$ cat src/hw/vdec_pkg.sv
/*
 * Vector decoder shared definitions
 * Holds the RVV 1.0 opcode, funct3 and funct6 encodings used by the
 * decoder, the internal operation list, and the packed control word
 * returned for every instruction.
 */
`default_nettype none

package vdec_pkg;

  parameter int INSTR_W   = 32;
  parameter int REG_IDX_W = 5;

  typedef logic [INSTR_W-1:0] instr_t;

  // major opcodes, architectural assignment
  typedef enum logic [6:0] {
    VECTOR   = 7'b1010111,
    LOAD_FP  = 7'b0000111,
    STORE_FP = 7'b0100111
  } opcode_t;

  // operand category in funct3 of OP-V
  typedef enum logic [2:0] {
    OPIVV = 3'b000,
    OPMVV = 3'b010,
    OPIVI = 3'b011,
    OPIVX = 3'b100,
    OPMVX = 3'b110,
    OPCFG = 3'b111
  } vfunct3_t;

  // element widths supported by vector loads and stores
  typedef enum logic [2:0] {
    WIDTH8  = 3'b000,
    WIDTH16 = 3'b101,
    WIDTH32 = 3'b110
  } width_t;

  typedef enum logic [1:0] {
    MOP_UNIT    = 2'b00,
    MOP_UINDEX  = 2'b01,
    MOP_STRIDED = 2'b10,
    MOP_OINDEX  = 2'b11
  } mop_t;

  // funct6 for the integer operand space
  typedef enum logic [5:0] {
    VADD   = 6'b000000,
    VSUB   = 6'b000010,
    VRSUB  = 6'b000011,
    VMINU  = 6'b000100,
    VMIN   = 6'b000101,
    VMAXU  = 6'b000110,
    VMAX   = 6'b000111,
    VAND   = 6'b001001,
    VOR    = 6'b001010,
    VXOR   = 6'b001011,
    VMSEQ  = 6'b011000,
    VMSNE  = 6'b011001,
    VMSLTU = 6'b011010,
    VMSLT  = 6'b011011,
    VMSLEU = 6'b011100,
    VMSLE  = 6'b011101,
    VMSGTU = 6'b011110,
    VMSGT  = 6'b011111,
    VSLL   = 6'b100101,
    VSRL   = 6'b101000,
    VSRA   = 6'b101001
  } vopi_t;

  // funct6 for the OPM space
  typedef enum logic [5:0] {
    VREDSUM = 6'b000000,
    VREDAND = 6'b000001,
    VREDOR  = 6'b000010,
    VREDXOR = 6'b000011,
    VMAND   = 6'b011001,
    VMOR    = 6'b011010,
    VMXOR   = 6'b011011,
    VDIVU   = 6'b100000,
    VDIV    = 6'b100001,
    VREMU   = 6'b100010,
    VREM    = 6'b100011,
    VMULHU  = 6'b100100,
    VMUL    = 6'b100101,
    VMULHSU = 6'b100110,
    VMULH   = 6'b100111
  } vopm_t;

  // decoded operation, BAD_OP when nothing matched
  typedef enum logic [5:0] {
    BAD_OP,
    OP_VADD, OP_VSUB, OP_VRSUB, OP_VMINU, OP_VMIN, OP_VMAXU, OP_VMAX,
    OP_VAND, OP_VOR, OP_VXOR,
    OP_VMSEQ, OP_VMSNE, OP_VMSLTU, OP_VMSLT, OP_VMSLEU, OP_VMSLE, OP_VMSGTU, OP_VMSGT,
    OP_VSLL, OP_VSRL, OP_VSRA,
    OP_VREDSUM, OP_VREDAND, OP_VREDOR, OP_VREDXOR,
    OP_VMUL, OP_VMULH, OP_VMULHU, OP_VMULHSU,
    OP_VDIVU, OP_VDIV, OP_VREMU, OP_VREM,
    OP_VMAND, OP_VMOR, OP_VMXOR
  } vop_t;

  typedef struct packed {
    logic match;
    vop_t op;
  } dec_result_t;

  typedef enum logic [2:0] {ARITH, RED, MUL, DIV, MASK, LOAD_UNIT, STORE_UNIT} fu_t;

  typedef enum logic [3:0] {
    VALU_ADD, VALU_SUB, VALU_AND, VALU_OR, VALU_XOR, VALU_COMP,
    VALU_MM, VALU_SLL, VALU_SRL, VALU_SRA, VALU_NONE
  } valu_t;

  typedef enum logic [1:0] {V, X, I} src_t;

  typedef enum logic [1:0] {NOT_CFG, VSETVLI, VSETIVLI, VSETVL} cfg_t;

  typedef struct packed {
    logic                 legal;
    fu_t                  fu_type;
    valu_t                aluop;
    logic                 is_signed;
    src_t                 rs1_type;
    src_t                 rs2_type;
    cfg_t                 cfgsel;
    logic                 vreg_wen;
    logic                 rd_scalar;
    logic                 single_bit_op;
    logic [REG_IDX_W-1:0] vd;
    logic [REG_IDX_W-1:0] vs1;
    logic [REG_IDX_W-1:0] vs2;
    logic                 vm;
  } vctrl_t;

endpackage

`default_nettype wire
$ cat src/hw/vector_decode_unit.sv
/*
 * Vector decode unit, top level
 * Registers each instruction, decodes it through the OPI and OPM
 * decoders in parallel, merges the results into a control word and
 * registers that toward the output stream. Two cycles of latency.
 */
`timescale 1ns/10ps
`default_nettype none

module vector_decode_unit (
  input  wire logic             clk,
  input  wire logic             reset,
  input  wire logic             in_valid,
  output logic                  in_ready,
  input  vdec_pkg::instr_t      in_instr,
  output logic                  out_valid,
  input  wire logic             out_ready,
  output vdec_pkg::vctrl_t      out_ctrl
);
  import vdec_pkg::*;

  // instruction stage to control stage link
  logic        dec_valid;
  logic        dec_ready;
  instr_t      dec_instr;
  dec_result_t opi_res;
  dec_result_t opm_res;
  vctrl_t      dec_ctrl;

  pipe_stage #(
    .payload_t (instr_t)
  ) instr_stage_inst (
    .clk       (clk),
    .reset     (reset),
    .in_valid  (in_valid),
    .in_ready  (in_ready),
    .in_data   (in_instr),
    .out_valid (dec_valid),
    .out_ready (dec_ready),
    .out_data  (dec_instr)
  );

  opi_decoder opi_decoder_inst (
    .instr  (dec_instr),
    .result (opi_res)
  );

  opm_decoder opm_decoder_inst (
    .instr  (dec_instr),
    .result (opm_res)
  );

  vctrl_combine vctrl_combine_inst (
    .instr (dec_instr),
    .opi   (opi_res),
    .opm   (opm_res),
    .ctrl  (dec_ctrl)
  );

  pipe_stage #(
    .payload_t (vctrl_t)
  ) ctrl_stage_inst (
    .clk       (clk),
    .reset     (reset),
    .in_valid  (dec_valid),
    .in_ready  (dec_ready),
    .in_data   (dec_ctrl),
    .out_valid (out_valid),
    .out_ready (out_ready),
    .out_data  (out_ctrl)
  );

endmodule

`default_nettype wire

$ cat src/hw/vctrl_combine.sv
/*
 * Control word combiner
 * Merges the OPI and OPM decoder results with vsetvl* and vector
 * load/store detection, then derives the functional unit, ALU
 * operation and operand kinds. Illegal words carry only the register
 * fields and vm.
 */
`timescale 1ns/10ps
`default_nettype none

module vctrl_combine (
  input  vdec_pkg::instr_t      instr,
  input  vdec_pkg::dec_result_t opi,
  input  vdec_pkg::dec_result_t opm,
  output vdec_pkg::vctrl_t      ctrl
);
  import vdec_pkg::*;

  opcode_t  opcode;
  vfunct3_t funct3;
  width_t   width;
  mop_t     mop;
  cfg_t     cfg;
  vop_t     op;
  fu_t      op_fu;
  valu_t    op_alu;
  logic     op_signed;
  logic     op_compare;
  logic     any_match;
  logic     is_vector;
  logic     width_ok;
  logic     is_load;
  logic     is_store;

  assign opcode    = opcode_t'(instr[6:0]);
  assign funct3    = vfunct3_t'(instr[14:12]);
  assign width     = width_t'(instr[14:12]);
  assign mop       = mop_t'(instr[27:26]);
  assign is_vector = opcode == VECTOR;
  assign any_match = opi.match || opm.match;
  assign op        = opi.match ? opi.op : (opm.match ? opm.op : BAD_OP);

  // vsetvli has bit 31 clear, the other two split on bit 30
  always_comb begin
    cfg = NOT_CFG;
    if (is_vector && funct3 == OPCFG) begin
      if (!instr[31]) begin
        cfg = VSETVLI;
      end else if (instr[30]) begin
        cfg = VSETIVLI;
      end else begin
        cfg = VSETVL;
      end
    end
  end

  assign width_ok = (width == WIDTH8) || (width == WIDTH16) || (width == WIDTH32);
  assign is_load  = (opcode == LOAD_FP) && width_ok;
  assign is_store = (opcode == STORE_FP) && width_ok;

  // per-operation attributes
  always_comb begin
    case (op)
      OP_VREDSUM, OP_VREDAND, OP_VREDOR, OP_VREDXOR: op_fu = RED;
      OP_VMUL, OP_VMULH, OP_VMULHU, OP_VMULHSU:      op_fu = MUL;
      OP_VDIVU, OP_VDIV, OP_VREMU, OP_VREM:          op_fu = DIV;
      OP_VMAND, OP_VMOR, OP_VMXOR:                   op_fu = MASK;
      default:                                       op_fu = ARITH;
    endcase
    case (op)
      OP_VADD, OP_VREDSUM:                           op_alu = VALU_ADD;
      OP_VSUB, OP_VRSUB:                             op_alu = VALU_SUB;
      OP_VAND, OP_VREDAND, OP_VMAND:                 op_alu = VALU_AND;
      OP_VOR, OP_VREDOR, OP_VMOR:                    op_alu = VALU_OR;
      OP_VXOR, OP_VREDXOR, OP_VMXOR:                 op_alu = VALU_XOR;
      OP_VMSEQ, OP_VMSNE, OP_VMSLTU, OP_VMSLT,
      OP_VMSLEU, OP_VMSLE, OP_VMSGTU, OP_VMSGT:      op_alu = VALU_COMP;
      OP_VMINU, OP_VMIN, OP_VMAXU, OP_VMAX:          op_alu = VALU_MM;
      OP_VSLL:                                       op_alu = VALU_SLL;
      OP_VSRL:                                       op_alu = VALU_SRL;
      OP_VSRA:                                       op_alu = VALU_SRA;
      default:                                       op_alu = VALU_NONE;
    endcase
  end

  assign op_compare = op_alu == VALU_COMP;

  always_comb begin
    case (op)
      OP_VADD, OP_VSUB, OP_VRSUB, OP_VMIN, OP_VMAX, OP_VMSEQ, OP_VMSNE,
      OP_VMSLT, OP_VMSLE, OP_VMSGT, OP_VREDSUM, OP_VMUL, OP_VMULH,
      OP_VMULHSU, OP_VDIV, OP_VREM: op_signed = 1'b1;
      default:                      op_signed = 1'b0;
    endcase
  end

  always_comb begin
    ctrl     = '0;
    ctrl.vd  = instr[11:7];
    ctrl.vs1 = instr[19:15];
    ctrl.vs2 = instr[24:20];
    ctrl.vm  = instr[25];
    if (any_match) begin
      ctrl.legal         = 1'b1;
      ctrl.fu_type       = op_fu;
      ctrl.aluop         = op_alu;
      ctrl.is_signed     = op_signed;
      ctrl.single_bit_op = op_compare;
      // every decoded operation writes a vector destination
      ctrl.vreg_wen      = 1'b1;
      if (funct3 == OPIVX || funct3 == OPMVX) begin
        ctrl.rs1_type = X;
      end else if (funct3 == OPIVI) begin
        ctrl.rs1_type = I;
      end
    end else if (cfg != NOT_CFG) begin
      ctrl.legal     = 1'b1;
      ctrl.aluop     = VALU_NONE;
      ctrl.cfgsel    = cfg;
      ctrl.rd_scalar = 1'b1;
      ctrl.rs1_type  = (cfg == VSETIVLI) ? I : X;
    end else if (is_load || is_store) begin
      ctrl.legal    = 1'b1;
      ctrl.fu_type  = is_load ? LOAD_UNIT : STORE_UNIT;
      ctrl.aluop    = VALU_NONE;
      ctrl.rs1_type = X;
      // base plus stride, both from the scalar file
      ctrl.rs2_type = (mop == MOP_STRIDED) ? X : V;
      ctrl.vreg_wen = is_load;
    end
  end

  // funct3 spaces are disjoint, so at most one decoder can claim a word
  always_comb begin
    decoders_exclusive: assert final (!(opi.match && opm.match));
    unit_needs_source: assert final (
      (ctrl.fu_type == ARITH) || any_match || is_load || is_store || !ctrl.legal);
  end

endmodule

`default_nettype wire

$ cat src/hw/opm_decoder.sv
/*
 * OPM operation decoder
 * Decodes funct6 of OP-V instructions in the OPMVV and OPMVX
 * categories: reductions, multiply, divide/remainder and mask logic.
 */
`timescale 1ns/10ps
`default_nettype none

module opm_decoder (
  input  vdec_pkg::instr_t      instr,
  output vdec_pkg::dec_result_t result
);
  import vdec_pkg::*;

  // allowed forms as {vx, vv}
  localparam logic [1:0] FORM_VV    = 2'b01;
  localparam logic [1:0] FORM_VV_VX = 2'b11;

  vopm_t      funct6;
  vfunct3_t   funct3;
  vop_t       cand;
  logic [1:0] form;
  logic [1:0] allow;
  logic       is_vector;
  logic       hit;

  assign funct6    = vopm_t'(instr[31:26]);
  assign funct3    = vfunct3_t'(instr[14:12]);
  assign is_vector = opcode_t'(instr[6:0]) == VECTOR;
  assign form      = {funct3 == OPMVX, funct3 == OPMVV};

  always_comb begin
    case (funct6)
      VREDSUM: cand = OP_VREDSUM;
      VREDAND: cand = OP_VREDAND;
      VREDOR:  cand = OP_VREDOR;
      VREDXOR: cand = OP_VREDXOR;
      VMUL:    cand = OP_VMUL;
      VMULH:   cand = OP_VMULH;
      VMULHU:  cand = OP_VMULHU;
      VMULHSU: cand = OP_VMULHSU;
      VDIVU:   cand = OP_VDIVU;
      VDIV:    cand = OP_VDIV;
      VREMU:   cand = OP_VREMU;
      VREM:    cand = OP_VREM;
      VMAND:   cand = OP_VMAND;
      VMOR:    cand = OP_VMOR;
      VMXOR:   cand = OP_VMXOR;
      default: cand = BAD_OP;
    endcase
  end

  // reductions and mask logicals read vector sources only
  always_comb begin
    case (funct6)
      VREDSUM, VREDAND, VREDOR, VREDXOR: allow = FORM_VV;
      VMAND, VMOR, VMXOR:                allow = FORM_VV;
      default:                           allow = FORM_VV_VX;
    endcase
  end

  assign hit = is_vector && (cand != BAD_OP) && |(form & allow);

  assign result.match = hit;
  assign result.op    = hit ? cand : BAD_OP;

endmodule

`default_nettype wire

$ cat src/hw/opi_decoder.sv
/*
 * OPI operation decoder
 * Decodes funct6 of OP-V instructions in the OPIVV, OPIVX and OPIVI
 * categories. Reports a match only for kept operations in an
 * operand form that the operation supports.
 */
`timescale 1ns/10ps
`default_nettype none

module opi_decoder (
  input  vdec_pkg::instr_t      instr,
  output vdec_pkg::dec_result_t result
);
  import vdec_pkg::*;

  // allowed forms as {vi, vx, vv}
  localparam logic [2:0] FORM_ALL   = 3'b111;
  localparam logic [2:0] FORM_VV_VX = 3'b011;
  localparam logic [2:0] FORM_VX_VI = 3'b110;

  vopi_t      funct6;
  vfunct3_t   funct3;
  vop_t       cand;
  logic [2:0] form;
  logic [2:0] allow;
  logic       is_vector;
  logic       hit;

  assign funct6    = vopi_t'(instr[31:26]);
  assign funct3    = vfunct3_t'(instr[14:12]);
  assign is_vector = opcode_t'(instr[6:0]) == VECTOR;
  assign form      = {funct3 == OPIVI, funct3 == OPIVX, funct3 == OPIVV};

  always_comb begin
    case (funct6)
      VADD:    cand = OP_VADD;
      VSUB:    cand = OP_VSUB;
      VRSUB:   cand = OP_VRSUB;
      VMINU:   cand = OP_VMINU;
      VMIN:    cand = OP_VMIN;
      VMAXU:   cand = OP_VMAXU;
      VMAX:    cand = OP_VMAX;
      VAND:    cand = OP_VAND;
      VOR:     cand = OP_VOR;
      VXOR:    cand = OP_VXOR;
      VMSEQ:   cand = OP_VMSEQ;
      VMSNE:   cand = OP_VMSNE;
      VMSLTU:  cand = OP_VMSLTU;
      VMSLT:   cand = OP_VMSLT;
      VMSLEU:  cand = OP_VMSLEU;
      VMSLE:   cand = OP_VMSLE;
      VMSGTU:  cand = OP_VMSGTU;
      VMSGT:   cand = OP_VMSGT;
      VSLL:    cand = OP_VSLL;
      VSRL:    cand = OP_VSRL;
      VSRA:    cand = OP_VSRA;
      default: cand = BAD_OP;
    endcase
  end

  // no immediate form for these
  always_comb begin
    case (funct6)
      VSUB, VMINU, VMIN, VMAXU, VMAX, VMSLTU, VMSLT: allow = FORM_VV_VX;
      // reverse forms only, vv would alias another compare
      VRSUB, VMSGTU, VMSGT:                          allow = FORM_VX_VI;
      default:                                       allow = FORM_ALL;
    endcase
  end

  assign hit = is_vector && (cand != BAD_OP) && |(form & allow);

  assign result.match = hit;
  assign result.op    = hit ? cand : BAD_OP;

endmodule

`default_nettype wire

$ cat src/hw/pipe_stage.sv
/*
 * Pipeline register stage
 * One-entry valid/ready slot. The payload type is a parameter so the
 * same stage carries instructions or control words. Accepts new data
 * when empty or when the current entry leaves in the same cycle.
 */
`timescale 1ns/10ps
`default_nettype none

module pipe_stage #(
  parameter type payload_t = logic
) (
  input  wire logic     clk,
  input  wire logic     reset,
  input  wire logic     in_valid,
  output logic          in_ready,
  input  payload_t      in_data,
  output logic          out_valid,
  input  wire logic     out_ready,
  output payload_t      out_data
);

  logic     valid_q;
  payload_t data_q;

  // slot frees up in the same cycle it drains
  assign in_ready = !valid_q || out_ready;

  always_ff @(posedge clk) begin
    if (reset) begin
      valid_q <= 1'b0;
    end else if (in_ready) begin
      valid_q <= in_valid;
    end
  end

  // payload only moves on an accepted transfer
  always_ff @(posedge clk) begin
    if (in_valid && in_ready) begin
      data_q <= in_data;
    end
  end

  assign out_valid = valid_q;
  assign out_data  = data_q;

  // a stalled entry must not change under back-pressure
  hold_on_stall: assert property (
    @(posedge clk) disable iff (reset)
    (out_valid && !out_ready) |=> (out_valid && $stable(out_data))
  );

endmodule

`default_nettype wire

$ cat config.mk
export PLATFORM = sky130hd
export DESIGN_NAME = vector_decode_unit
export DESIGN_NICKNAME = d
export VERILOG_FILES = /design/src/hw/vdec_pkg.sv /design/src/hw/vector_decode_unit.sv /design/src/hw/vctrl_combine.sv /design/src/hw/opm_decoder.sv /design/src/hw/opi_decoder.sv /design/src/hw/pipe_stage.sv
export SDC_FILE = /design/constraint.sdc
export NUM_CORES = 1
export LEC_CHECK = 0
export ABC_AREA = 1
export BUFFER_PORTS_ARGS = -buffer_cell sky130_fd_sc_hd__buf_2
export CORE_ASPECT_RATIO = 1.5
export CORE_MARGIN = 2
export CORE_UTILIZATION = 55
export CTS_BUF_LIST = sky130_fd_sc_hd__clkbuf_4
export CTS_CLUSTER_DIAMETER = 40
export DETAILED_ROUTE_END_ITERATION = 10
export PLACE_DENSITY = 0.81
export SYNTH_ARGS = -nofsm -noshare
export SYNTH_HDL_FRONTEND = slang
export SYNTH_SLANG_ARGS = --single-unit
$ cat constraint.sdc
create_clock -name clk -period 7.15 [get_ports clk]
set_input_delay 0.715 -clock clk [delete_from_list [all_inputs] [get_ports clk]]
set_output_delay 0.715 -clock clk [all_outputs]
set_load 0.01 [all_outputs]
# --- Word level (Yosys, flattened, before mapping) ---
# Memory sizes are Yosys's and may differ from the RTL's. A register that Yosys moved wholly into a read port is not among the register bits.
# Cells that the tools add are included.
classes:
  n_mux: 25
  bitwise_logic: 4
  n_reduce_logical: 30
  n_eq_ne: 18
op_table:
  columns: ["op", "count"]
  rows:
  - ["$mux W6", 4]
  - ["$eq A6 B5 Y1 const B", 3]
  - ["$mux W2", 9]
  - ["$eq A3 B3 Y1 const B", 4]
  - ["$eq A6 B2 Y1 const B", 2]
  - ["$reduce_bool A6 Y1", 2]
  - ["$logic_and A1 B1 Y1", 9]
  - ["$mux W3", 3]
  - ["$mux W8", 1]
  - ["$eq A7 B3 Y1 const B", 1]
  - ["$eq A7 B6 Y1 const B", 1]
  - ["$eq A7 B7 Y1 const B", 1]
  - ["$logic_or A1 B1 Y1", 7]
  - ["$mux W7", 1]
  - ["$reduce_or A7 Y1", 1]
  - ["$eq A3 B2 Y1 const B", 2]
  - ["$eq A6 B1 Y1 const B", 1]
  - ["$logic_not A6 Y1", 1]
  - ["$reduce_or A2 Y1", 3]
  - ["$reduce_or A3 Y1", 2]
  - ["$mux W1", 5]
  - ["$mux W5", 1]
  - ["$eq A2 B2 Y1 const B", 2]
  - ["$eq A4 B3 Y1 const B", 1]
  - ["other kinds (7)", 10]
word_totals:
  ff_bits: 67
  input_bits: 36
  n_memories: 6
  out_inout_bits: 36
  rom_bits: 1280
memory_table:
  columns: ["name", "depth", "width", "read_ports", "rd_clocked_by_memory_dff", "write_ports", "line_no", "text"]
  rows:
  - ["(name not given)", 64, 6, 1, 1, 0, "opm_decoder.sv:33", "case (funct6)"]
  - ["(name not given)", 64, 5, 1, 1, 0, "opi_decoder.sv:35", "case (funct6)"]
  - ["(name not given)", 64, 4, 1, 0, 0, "vctrl_combine.sv:70", "case (op)"]
  - ["(name not given)", 64, 3, 1, 0, 0, "vctrl_combine.sv:63", "case (op)"]
  - ["(name not given)", 32, 2, 1, 1, 0, "opi_decoder.sv:63", "case (funct6)"]
  - ["(name not given)", 64, 1, 1, 1, 0, "vctrl_combine.sv:89", "case (op)"]

# --- Logic depth before layout (Yosys ltp) ---
# An unclocked memory read counts as a cell.
logic_depth:
  ltp_word: 10
  mapped_depth: 18

# --- Modules after synthesis ---
# From an unflattened synthesis, not the netlist that was laid out.
hier_totals:
  cells_unflattened: 430
  area_unflattened_um2: 3849.9
modules_own_cells:
  columns: ["mod", "seq_area_each_um2", "instances", "cells_per_inst", "area_each_um2"]
  rows:
  - ["pipe_stage (ctrl_stage_inst)", 1041.0, 1, 40, 1068.5]
  - ["pipe_stage (instr_stage_inst)", 980.9, 1, 38, 1008.5]
  - ["vctrl_combine", 0.0, 1, 179, 872.1]
  - ["opi_decoder", 0.0, 1, 93, 478.0]
  - ["opm_decoder", 0.0, 1, 80, 422.9]

# --- Least setup slack after synthesis ---
# OpenSTA, ideal clock, no wires.
synth_path:
  path_type: "input to register"
  start: "input port out_ready"
  end: "register ctrl_stage_inst.data_q (netlist bit ctrl_stage_inst.out_data[0]), enable pin"
  arrival_ps: 2391
  required_time_ps: 6716
  stages: 2
  path_slack_ps: 4325
  setup_time_ps: 434
  cell_sequence: "inv_1 -> a21oi_1"
synth_via:
  elab_chain_len: 2
synth_lines:
  columns: ["element", "line_no", "text"]
  rows:
  - ["start, declared", "vector_decode_unit.sv:17", "input wire logic out_ready,"]
  - ["$logic_or A1 B1 Y1", "pipe_stage.sv:27", "assign in_ready = !valid_q || out_ready;"]
  - ["$logic_and A1 B1 Y1", "pipe_stage.sv:39", "if (in_valid && in_ready) begin"]
  - ["end signal, assigned", "pipe_stage.sv:40", "data_q <= in_data;"]
  - ["end, declared", "pipe_stage.sv:24", "payload_t data_q;"]
# No other way between the ends.
# A chain may end at the register's enable or synchronous reset.

# --- Final worst setup path ---
layout_path:
  start: "input port out_ready"
  end: "register, netlist name opi_decoder_inst.cand[0]"
layout_via:
  elab_chain_len: 4
layout_lines:
  columns: ["element", "line_no"]
  rows:
  - ["$logic_or A1 B1 Y1 (2 in series)", "pipe_stage.sv:27"]
  - ["$logic_and A1 B1 Y1", "pipe_stage.sv:39"]
  - ["$mux W6 (no line)", null]
# No other way between the ends.

==> out/results.ini <==
[finish]
multi_input_area_mm2 = 0.001297
fillers = 528
syn2layout_area_growth_pct = 16.26
drive_gt1_frac = 0.2500
final_cell_mix = nand2_1, buf_2, edfxtp_1
num_antenna_cells = 0
fin_cells = 544
layout.cells.most_common = nand2_1
num-nets-final = 507
regArea_mm2 = 0.002252

[sta]
min_period_over_period = 0.3940
finalHoldViolCount = 0
maxSlewViolCount = 0
tns_ns = 0
finalCriticalPeriod_ns = 2.817
rsz0062_at_grt = no
slew_headroom = 0.3268
tightest_slew_ns = 1.007
skew_ns = 0.02056
max_freq_ghz = 0.3550
setup_viol = 0

[logic_synthesis]
ys_seq_area_frac = 0.5996
avgSynthCellArea_um2 = 9.782
ys_types = 34
synthCells = 384
async_flop_share = 0
synth_flop_cell = edfxtp_1
synth_edf_count = 65
yosysWarnings = 0
syn-num-nets = 428
synth_area_mm2 = 0.003756
synth_seq_cells = 80

[critical_path]
end_kind = register
path_max_fanout = 35
critPathRequiredTime_ns = 7.50
critical_path_class = input pin to register
critPathLaunchType = input pin
arrival_ns = 3.16

[run]
maxCapViolCount = 0

[clock_tree]
cts_buffer_depth = 2
ctsResizeCount = 0
cts_tree = done
cts_root_buf = clkbuf_4
numCtsBuffers = 9
cts_num_sinks = 80
clk_latency_ns = 0.44
ctsHoldBuffers = 0
htree_levels = 3
clkTransAtPathRegs_ns = 0.13
cts_setup_buffers = 0

[placed_design]
gp_congestion = 0.9465
dp_cells = 528
io_buffers = 70
place_hpwl_mm = 5.612

[floorplanning]
die_w_um = 71.48
start_util = 0.5712
coreArea_mm2 = 0.006576
std_cell_rows = 36
die_h_um = 105.2
die-area_mm2 = 0.007520
io_pins = 72

[detailed_routing]
vias = 2849
post_drt_wl_per_cell_um = 13.53
antenna_left = 0
first_pass_iters = 4
drt_wl_total_mm = 7.360
drtIter0Drc = 193
routed_via_density = 5.237
drc = 0

[run_status]
status = completed

[pwr]
ir_drop_v = 0.0001595
power_density_mw_per_mm2 = 214.6
p_leak_uw = 0.002049

[grt]
overflow = 0
antenna_found_initial = 0
grt_pass1_vias = 2745
track_usage = 0.2046
grt_pass1_wl_mm = 11.90
grt_max_degree = 36

[min_path]
hold_class = register to register

[synthesized netlist by cell type, types with 2 or more instances]
cell type  number  share of area
buf_4           2         0.0040
nand3_1        20          0.027
nand2_4         4          0.012
dfxtp_1        15          0.080
nand2_2         9          0.015
inv_2           6         0.0060
nor2_1         49          0.049
o211ai_1        3         0.0060
nand2_1        78          0.078
o31ai_1         2         0.0040
ha_1            8          0.027
nor2_2          3         0.0050
o21ai_1         7         0.0093
o21ai_2         2         0.0047
a21oi_1        13          0.017
nor2_4          2         0.0060
edfxtp_1       65           0.52
o21ai_0        18          0.024
nand4_1         5         0.0083
nor3_1          9          0.012
nand3b_1        4         0.0080
inv_1          48          0.048
[flip-flops by register name (all words and copies together), names as in the netlist, named ones only]
signal	flops
ctrl_stage_inst.out_data	33
ctrl_stage_inst.out_valid	1
instr_stage_inst.out_data	32
instr_stage_inst.out_valid	1
opi_decoder_inst.cand	5
opm_decoder_inst.cand	6
[where the power goes]
group          internal (uW)  leakage (uW)  switching, uW
sequential               530      0.000764           11.7
clock                    149     0.0000925            153
combinational           30.4       0.00119           62.7
[final cells by class]
type                    instances  share of cell area
well taps                      76             0.02178
repair buffers                 70             0.08023
clock inverters                 6             0.02149
flip-flops and latches         80              0.5158
inverters                      54             0.04642
clock buffers                  10             0.01719
multi-input cells             248              0.2971
[logic make-up (layout without fill, tap and decap cells)]
family | Yosys count | count (layout) | synth area share
compound gates | 50 | 50 | 0.07595
fa+ha+maj | 8 | 8 | 0.02665
buf+inv | 56 | 140 | 0.05796
flops | 80 | 80 | 0.5996
other cells | 1 | 1 | 0.0009984
simple gates | 189 | 189 | 0.2388
[metal layers]
metal / track usage / share of wire / up-vias / routed length [um]
met1: 0.2154 / 0.37 / 1263 / 2736
met3: 0.04876 / 0.051 / 29 / 379
met5: 0 / 0 / - / 0
met2: 0.3585 / 0.53 / 118 / 3932
li1: - / - / 1439 / -
met4: 0.1253 / 0.042 / 0 / 312
[final timing paths]
path | depth (start not counted) | endpoint | from | slack (ns)
worst max-delay path | 14 | opi_decoder_inst.cand[0] | out_ready | 4.33
worst min-delay path | 0 | ctrl_stage_inst.out_data[15] | instr_stage_inst.out_data[11] | 0.43
worst max register to register | 12 | opi_decoder_inst.cand[0] | ctrl_stage_inst.out_valid | 4.36
worst min register to register | 0 | ctrl_stage_inst.out_data[15] | instr_stage_inst.out_data[11] | 0.43
[critical path: stages]
cell and delay [ns]:
buf_2 0.08, inv_1 0.07, nand3_1 0.12, nand2_1 0.24
inv_2 0.61, nand2_1 0.11, nand2_1 0.15, inv_1 0.13
ha_1 0.31, inv_1 0.06, nor2_1 0.05, o31ai_1 0.25
a22oi_1 0.09, o21ai_0 0.16
[stage by stage]
step	util	hold slack [ns]	total power, uW	setup WS (ns)	instance area (um2)
2_1_floorplan	-	0.4003	611.6	4.325	3756
3_3_place_gp	0.6383	0.4011	641.1	4.070	4198
3_5_place_dp	0.6383	0.4045	644.8	3.929	4198
4_1_cts	0.6640	0.4235	941.2	4.359	4367
5_1_grt	0.6640	0.4010	974.6	4.035	4367
6_report	0.6640	0.4314	937.3	4.333	4367
(Power assumes the default switching activity.)
